--- config.mk ---
export PLATFORM = sky130hd
export DESIGN_NAME = vec_sub_top
export DESIGN_NICKNAME = d
export VERILOG_FILES = /design/src/source/vec_sub_pkg.sv /design/src/source/operand_if.sv /design/src/source/show_ahead_fifo.sv /design/src/source/vec_sub_stage.sv /design/src/source/vec_sub_top.sv
export VERILOG_INCLUDE_DIRS = /design/src /design/src/source
export SDC_FILE = /design/constraint.sdc
export NUM_CORES = 2
export LEC_CHECK = 0
export BUFFER_PORTS_ARGS = -buffer_cell sky130_fd_sc_hd__buf_4
export CAP_MARGIN = 25
export CORE_MARGIN = 2
export CORE_UTILIZATION = 45
export DETAILED_ROUTE_END_ITERATION = 6
export HOLD_SLACK_MARGIN = 0.12
export PLACE_DENSITY_LB_ADDON = 0.12
export SLEW_MARGIN = 25
export SYNTH_ARGS = -nofsm -noshare
export SYNTH_HDL_FRONTEND = slang
export SYNTH_MEMORY_MAX_BITS = 65536
export SYNTH_SLANG_ARGS = --single-unit
--- constraint.sdc ---
create_clock -name clock -period 24.2 [get_ports clock]
set_input_delay 4.84 -clock clock [delete_from_list [all_inputs] [get_ports clock]]
set_output_delay 4.84 -clock clock [all_outputs]
set_load 0.03 [all_outputs]
--- src/source/vec_sub_params.svh ---
`ifndef VEC_SUB_PARAMS_SVH
`define VEC_SUB_PARAMS_SVH

// bits in one signed lane.
`define VEC_LANE_WIDTH 32

// lanes in one vector, lane 0 in the low bits.
`define VEC_LANES 3

// entries in each FIFO, must be a power of two.
`define VEC_FIFO_DEPTH 16

`endif

--- src/source/vec_sub_pkg.sv ---
package vec_sub_pkg;

`include "vec_sub_params.svh"

    // one signed lane.
    // arithmetic on it wraps modulo 2^VEC_LANE_WIDTH.
    typedef logic signed [`VEC_LANE_WIDTH-1:0] lane_t;

    // a full vector of lanes.
    // lane 0 sits in the low bits, so element i is lane i.
    typedef lane_t [`VEC_LANES-1:0] vec3_t;

endpackage

--- src/source/operand_if.sv ---
interface operand_if;

    import vec_sub_pkg::*;

    // head pair of the operand FIFO, valid while empty is low.
    vec3_t x;
    vec3_t y;
    logic  empty;

    // one clock high pops the head pair.
    logic  rd_en;

    modport fifo_side (
        output x,
        output y,
        output empty,
        input  rd_en
    );

    modport stage_side (
        input  x,
        input  y,
        input  empty,
        output rd_en
    );

endinterface

--- src/source/show_ahead_fifo.sv ---
`include "vec_sub_params.svh"

module show_ahead_fifo #(
    parameter int width = 32
) (
    input  logic             clock,
    input  logic             reset,
    input  logic             wr_en,
    input  logic [width-1:0] din,
    output logic             full,
    input  logic             rd_en,
    output logic [width-1:0] dout,
    output logic             empty
);

    localparam int depth      = `VEC_FIFO_DEPTH;
    localparam int addr_width = $clog2(depth);

    logic [width-1:0]      mem [depth];

    // pointers carry one wrap bit above the address.
    logic [addr_width:0]   wr_ptr;
    logic [addr_width:0]   rd_ptr;
    logic [addr_width-1:0] wr_addr;
    logic [addr_width-1:0] rd_addr;
    logic                  wr_wrap;
    logic                  rd_wrap;

    logic                  wr_accept;
    logic                  rd_accept;

    assign wr_addr = wr_ptr[addr_width-1:0];
    assign rd_addr = rd_ptr[addr_width-1:0];
    assign wr_wrap = wr_ptr[addr_width];
    assign rd_wrap = rd_ptr[addr_width];

    // same address on the same lap means empty.
    assign empty = (wr_addr == rd_addr) && (wr_wrap == rd_wrap);

    // same address one lap apart means full.
    assign full  = (wr_addr == rd_addr) && (wr_wrap != rd_wrap);

    // a write while full or a read while empty is dropped.
    assign wr_accept = wr_en && !full;
    assign rd_accept = rd_en && !empty;

    always_ff @(posedge clock) begin
        if (wr_accept) begin
            mem[wr_addr] <= din;
        end
    end

    always_ff @(posedge clock or posedge reset) begin
        if (reset) begin
            wr_ptr <= '0;
        end else if (wr_accept) begin
            wr_ptr <= wr_ptr + 1'b1;
        end
    end

    always_ff @(posedge clock or posedge reset) begin
        if (reset) begin
            rd_ptr <= '0;
        end else if (rd_accept) begin
            rd_ptr <= rd_ptr + 1'b1;
        end
    end

    // head entry is visible without a read, so the consumer
    // samples it in the same cycle it pulses rd_en.
    assign dout = mem[rd_addr];

endmodule

--- src/source/vec_sub_stage.sv ---
`include "vec_sub_params.svh"

module vec_sub_stage (
    input  logic               clock,
    input  logic               reset,
    operand_if.stage_side      operands,
    output vec_sub_pkg::vec3_t diff,
    input  logic               full,
    output logic               wr_en
);

    import vec_sub_pkg::*;

    typedef enum logic {
        idle,
        hold
    } state_t;

    state_t state;
    state_t next_state;
    vec3_t  diff_r;
    vec3_t  diff_c;

    // lane-wise a - b, each lane wrapping on its own.
    function automatic vec3_t sub_lanes(input vec3_t a, input vec3_t b);
        vec3_t r;
        lane_t la;
        lane_t lb;
        for (int lane = 0; lane < `VEC_LANES; lane++) begin
            la      = a[lane];
            lb      = b[lane];
            r[lane] = la - lb;
        end
        return r;
    endfunction

    always_ff @(posedge clock or posedge reset) begin
        if (reset) begin
            state  <= idle;
            diff_r <= '0;
        end else begin
            state  <= next_state;
            diff_r <= diff_c;
        end
    end

    always_comb begin
        next_state     = state;
        diff_c         = diff_r;
        operands.rd_en = 1'b0;
        wr_en          = 1'b0;

        case (state)
            idle: begin
                // head pair is sampled in the cycle it is popped.
                if (!operands.empty) begin
                    diff_c         = sub_lanes(operands.x, operands.y);
                    operands.rd_en = 1'b1;
                    next_state     = hold;
                end
            end

            hold: begin
                // result stays put until the result FIFO has room.
                if (!full) begin
                    wr_en      = 1'b1;
                    next_state = idle;
                end
            end

            default: begin
                next_state = idle;
            end
        endcase
    end

    assign diff = diff_r;

endmodule

--- src/source/vec_sub_top.sv ---
`include "vec_sub_params.svh"

module vec_sub_top (
    input  logic               clock,
    input  logic               reset,
    input  vec_sub_pkg::vec3_t in_x,
    input  vec_sub_pkg::vec3_t in_y,
    input  logic               in_wr_en,
    output logic               in_full,
    output vec_sub_pkg::vec3_t out_diff,
    output logic               out_empty,
    input  logic               out_rd_en
);

    import vec_sub_pkg::*;

    localparam int vec_width = `VEC_LANE_WIDTH * `VEC_LANES;

    // operand word holds x in the upper half and y in the lower.
    logic [2*vec_width-1:0] operand_din;
    logic [2*vec_width-1:0] operand_dout;

    vec3_t diff;
    logic  diff_wr_en;
    logic  result_full;

    operand_if operands ();

    assign operand_din = {in_x, in_y};

    assign operands.x = operand_dout[2*vec_width-1:vec_width];
    assign operands.y = operand_dout[vec_width-1:0];

    show_ahead_fifo #(
        .width (2 * vec_width)
    ) operand_fifo (
        .clock (clock),
        .reset (reset),
        .wr_en (in_wr_en),
        .din   (operand_din),
        .full  (in_full),
        .rd_en (operands.rd_en),
        .dout  (operand_dout),
        .empty (operands.empty)
    );

    vec_sub_stage sub_stage (
        .clock    (clock),
        .reset    (reset),
        .operands (operands.stage_side),
        .diff     (diff),
        .full     (result_full),
        .wr_en    (diff_wr_en)
    );

    show_ahead_fifo #(
        .width (vec_width)
    ) result_fifo (
        .clock (clock),
        .reset (reset),
        .wr_en (diff_wr_en),
        .din   (diff),
        .full  (result_full),
        .rd_en (out_rd_en),
        .dout  (out_diff),
        .empty (out_empty)
    );

endmodule

== Word level (Yosys, flattened, before mapping) ==
Memories as Yosys holds them, arrays and structs flattened.
Cells that the tools add are included.
Widths: inputs -> output; s select.

* Bitwise logic cells: 2
* Reductions and logical operators: 13
* Add/sub/neg operators: 7
* Mux-type cells: 10
* Equality and inequality tests: 6

{| class="wikitable"
|+ Operators with widths
! kind !! count
|-
| $sub 32x32->32 || 3
|-
| $add 5x1->5 const B || 4
|-
| $mux 1 || 9
|-
| $eq 4x4->1 || 2
|-
| $logic_and 1x1->1 || 8
|-
| $logic_not 1->1 || 4
|-
| $eq 1x1->1 || 2
|-
| $ne 1x1->1 || 2
|-
| $not 1->1 || 2
|-
| $pmux 1 s2 || 1
|-
| $reduce_and 2->1 || 1
|}

* Logic and storage cells: 48
* Output and inout port bits: 98
* Register bits: 117
* Memory bits (writable): 4,608
* Memories kept: 2
* Input bits: 196

{| class="wikitable"
|+ Memory list
! memory !! words !! width !! read ports !! clocked after memory_dff !! wr ports !! RTL line !! RTL
|-
| operand_fifo.mem || 16 || 192 || 1 || 0 || 1 || show_ahead_fifo.sv:19 || <nowiki>logic [width-1:0] mem [depth];</nowiki>
|-
| result_fifo.mem || 16 || 96 || 1 || 0 || 1 || show_ahead_fifo.sv:19 ||
|}

== Longest topological paths before layout ==
* Depth in word-level cells: 7
* Depth in mapped cells: 20
* Mapped depth without buffers: 15

== Modules after synthesis ==
From an unflattened synthesis, not the netlist that was laid out.

* Cell total of the unflattened synthesis: 8,911
* Area, all modules: 185,033.7 µm²

{| class="wikitable"
|+ By module, submodules not included
! module !! cells each !! area each (µm²) !! sequential area each (µm²) !! times used
|-
| show_ahead_fifo at operand_fifo || 5,177 || 117,338.8 || 92,498.7 || 1
|-
| show_ahead_fifo at result_fifo || 2,627 || 59,032.9 || 46,374.5 || 1
|-
| vec_sub_stage || 1,107 || 8,662.1 || 2,427.3 || 1
|}

== Worst setup path before layout ==
No wires, ideal clock.

* Path type: input -> register
* From: input in_wr_en
* To: memory operand_fifo.mem[3][0] (netlist bit), enable pin
* Arrival: 18.288 ns
* Data required time: 23.221 ns
* Path buffers: 1
* Slack: 4.933 ns
* Setup time: 0.979 ns
* Stages: 4
* Cells stage by stage: and2_1 clkbuf_1 nand2_1 nor3_1

* Longest elaborated chain between the ends: 3

{| class="wikitable"
|+ Ends and longest elaborated chain
! element !! RTL line !! RTL
|-
| from (decl) || vec_sub_top.sv:8 || <nowiki>input logic in_wr_en,</nowiki>
|-
| $logic_and 1x1->1 || show_ahead_fifo.sv:44 || <nowiki>assign wr_accept = wr_en && !full;</nowiki>
|-
| $mux 1 || show_ahead_fifo.sv:48 || <nowiki>if (wr_accept) begin</nowiki>
|-
| $mux 1 (implied by the code) || show_ahead_fifo.sv:49 || <nowiki>mem[wr_addr] <= din;</nowiki>
|-
| to (decl) || show_ahead_fifo.sv:19 ||
|}

No other way between the ends.

==> results by group <==
Synthesis
  • Syn_nets: 7906
  • Async SR Flop Fraction: 0.0248
  • Synth Flop Type: edfxtp_1
  • Post-Syn Area: between 150000 and 200000 um^2
  • Sequential cell area fraction in the yosys report: 0.776
  • Synth area leaders: edfxtp_1, mux4_2, dfrtp_1
  • Register bit count reported by yosys: roughly 4700
  • Mapped Cells: 7604
  • Ys Warns: 0
  • EDFF count, synth: between 4000 and 5000
  • Synth top area share: 0.760
  • Post-synth top area cell: edfxtp_1
  • Yosys cell types: 71
  • Syn avg cell area: 23.9 um^2

STA
  • Slew Limit Fails: 0
  • Final Hold Fails: 0
  • Relative slew slack: 0.228
  • Final period utilization: 0.441
  • Final WS setup: 13.52 ns
  • Unrepaired setup endpoints after global routing: no
  • TNS Setup: 0 ns
  • Clock skew: 0.0454 ns
  • Final Critical Period: 10.68 ns
  • Fmax: approximately 0.094 GHz
  • Setup violations, final: 0
  • Worst-margin pin slew: approximately 1.2 ns

Power
  • Clk pwr share: 0.256
  • Final Power: 29600 uW
  • Psw: 10400 uW
  • Internal power: approximately 19000 uW
  • Power Density: 143 nW/um^2
  • Comb pwr share: 0.367
  • Leak: 0.0659 uW
  • Sequential Power Share: 0.377
  • Switch share: 0.352
  • Max IR drop VDD: around 140 uV

Drt
  • Top Layer Used: met5
  • Met2 Routed Length: 228000 um
  • DRT iter0 DRCs: 8380
  • M1 WL: just under 200000 um
  • Post-route ant nets: 0
  • WL final: 464000 um
  • Vias per std cell: slightly below 6
  • Via count: 83270
  • Routed wire per std cell: 33.1 um
  • DRC Markers: 0
  • 1st-pass router iterations: 6
  • Met3 wire length: 28900 um

Final layout
  • Area Growth Syn to Fin: 14.0%
  • Fill cells: 31076
  • Post-Layout Cell Count: 14020
  • Most common cell after layout, fill and taps aside: edfxtp_1
  • Most frequent cells in the layout: edfxtp_1, mux4_2, clkbuf_16
  • Final nets: 8506
  • Layout cells sized above 1: 0.307

Global route
  • GRT overflow: 0
  • Vias in the first global route: 86353
  • Initial antenna violation count: 105
  • First-pass GRT wire length: 653000 um
  • Gr usage total: 0.226
  • Largest net degree at the start of global routing: 162

Clock network
  • Clk slew on worst S/H paths: 0.05 ns
  • CTS tree: yes
  • Hold buffer count at cts: 0
  • Clock sink total: 4725
  • Number of CTS-inserted buffers: 518
  • Htree depth: 6
  • Setup bufs post-CTS: 0
  • Root buffer cell: clkbuf_16
  • Post-cts sizing count: 0
  • Clock Latency Late Sink: 1.04 ns
  • Clk buf depth: 4

Floorplan
  • Initial Util: 0.452
  • Cell row count: 233
  • Die Footprint: roughly 410000 um^2
  • Die height: 640 um
  • Io pins: 294
  • Width of the chip: 640 um
  • CORE AREA: 403000 um^2

Status
  • Status: complete, no violations

Placement
  • Post-Place Setup Slack: 14.34 ns
  • Count of input and output buffers: slightly below 300
  • Inst Count DP: 13088
  • Detail Placement HPWL: roughly 250000 um
  • RePlAce Congestion: 0.779

Job
  • Max_cap viols: 0

Setup path
  • CP max FO: 109
  • Critical path class: flip-flop to output port
  • Worst Setup Start Kind: flip-flop
  • Worst Setup End Kind: output port
  • Critical Path AT: 5.84 ns
  • Worst Path Required: 19.36 ns

Worst hold path
  • Worst min path class: flip-flop to flip-flop
[logic make-up (layout without fill, tap and decap cells)]
logic type / Yosys count / count (layout) / synth area share
compound gates: 366 / 366 / 0.0125
simple gates: 360 / 360 / 0.00930
fa+ha+maj: 106 / 106 / 0.00741
buf+inv: 494 / 1490 / 0.0110
mux: 1446 / 1446 / 0.178
xor+xnor: 107 / 107 / 0.00515
flops: 4725 / 4725 / 0.776
other cells: 0 / 15 / 0
[routing by layer]
layer,global-route usage,up-vias
li1,-,33866
met1,0.321,46036
met2,0.370,2673
met3,0.0389,653
met5,0,-
met4,0.0469,42
[area by class of cell]
| cell class | instances | area, um^2 | share of cell area |
|---|---|---|---|
| antenna | 15 | 37.5 | 0.000181 |
| clock buffer | 661 | 14000 | 0.0676 |
| clock inverter | 255 | 2310 | 0.0111 |
| inverter | 126 | 478 | 0.00230 |
| multi-input combinational | 2385 | 38800 | 0.187 |
| sequential | 4725 | 141000 | 0.681 |
| tap | 5405 | 6760 | 0.0326 |
| timing repair buffer | 448 | 3730 | 0.0180 |
[cell usage after synthesis (40+ instances only)]
| cell | n |
|---|---|
| nor2_1 | 66 |
| buf_2 | 101 |
| clkbuf_1 | 203 |
| xor2_1 | 49 |
| a21o_1 | 40 |
| a21oi_1 | 96 |
| edfxtp_1 | 4608 |
| ha_1 | 103 |
| mux4_2 | 1434 |
| o21ai_0 | 86 |
| xnor2_1 | 58 |
| nand2_1 | 149 |
| inv_1 | 126 |
| buf_1 | 59 |
| dfrtp_1 | 117 |
[power groups by stage]
stage / clock, uW / sequential [uW] / combinational, uW
6_report: 7580 / 11200 / 10900
5_1_grt: 8050 / 11300 / 11600
4_1_cts: 7750 / 11200 / 11000
3_5_place_dp: 0 / 11400 / 11000
3_3_place_gp: 0 / 11300 / 10900
2_1_floorplan: 0 / 11100 / 7130
[state kept, by name, summed over array words and instances (netlist names)]
register             cells
operand_fifo.wr_ptr      5
sub_stage.diff          96
result_fifo.mem       1536
result_fifo.rd_ptr       5
operand_fifo.rd_ptr      5
sub_stage.state          1
result_fifo.wr_ptr       5
operand_fifo.mem      3072
[worst paths after layout]
path,start,to,slack [ns],cells after the start
setup / recovery,result_fifo.rd_ptr[0]$_DFFE_PP0P_,out_diff[19],13.52,6
hold / removal,operand_fifo.wr_ptr[4]$_DFFE_PP0P_,operand_fifo.wr_ptr[4]$_DFFE_PP0P_,0.49,1
setup reg to reg,operand_fifo.rd_ptr[1]$_DFFE_PP0P_,sub_stage.diff[62]$_DFFE_PP0P_,16.41,19
hold reg to reg,operand_fifo.wr_ptr[4]$_DFFE_PP0P_,operand_fifo.wr_ptr[4]$_DFFE_PP0P_,0.49,1
max in group asynchronous,reset,operand_fifo.rd_ptr[3]$_DFFE_PP0P_,18.45,4
min in group asynchronous,reset,sub_stage.diff[64]$_DFFE_PP0P_,3.77,2
[worst max-delay path: stages, from the launching register on]
cell and delay (ns):
dfrtp_4 1.03, buf_4 0.71, buf_12 0.61, buf_4 0.81, mux4_2 0.60, mux4_2 0.53
buf_4 0.20
[stage by stage]
step	hold WS, ns	cell area [um^2]	util
floorplan	0.462	182000	-
global placement	0.475	191000	0.475
detailed placement	0.483	191000	0.475
CTS	0.490	207000	0.515
global route	0.509	208000	0.515
finish	0.491	208000	0.515
(Power assumes the default switching activity.)
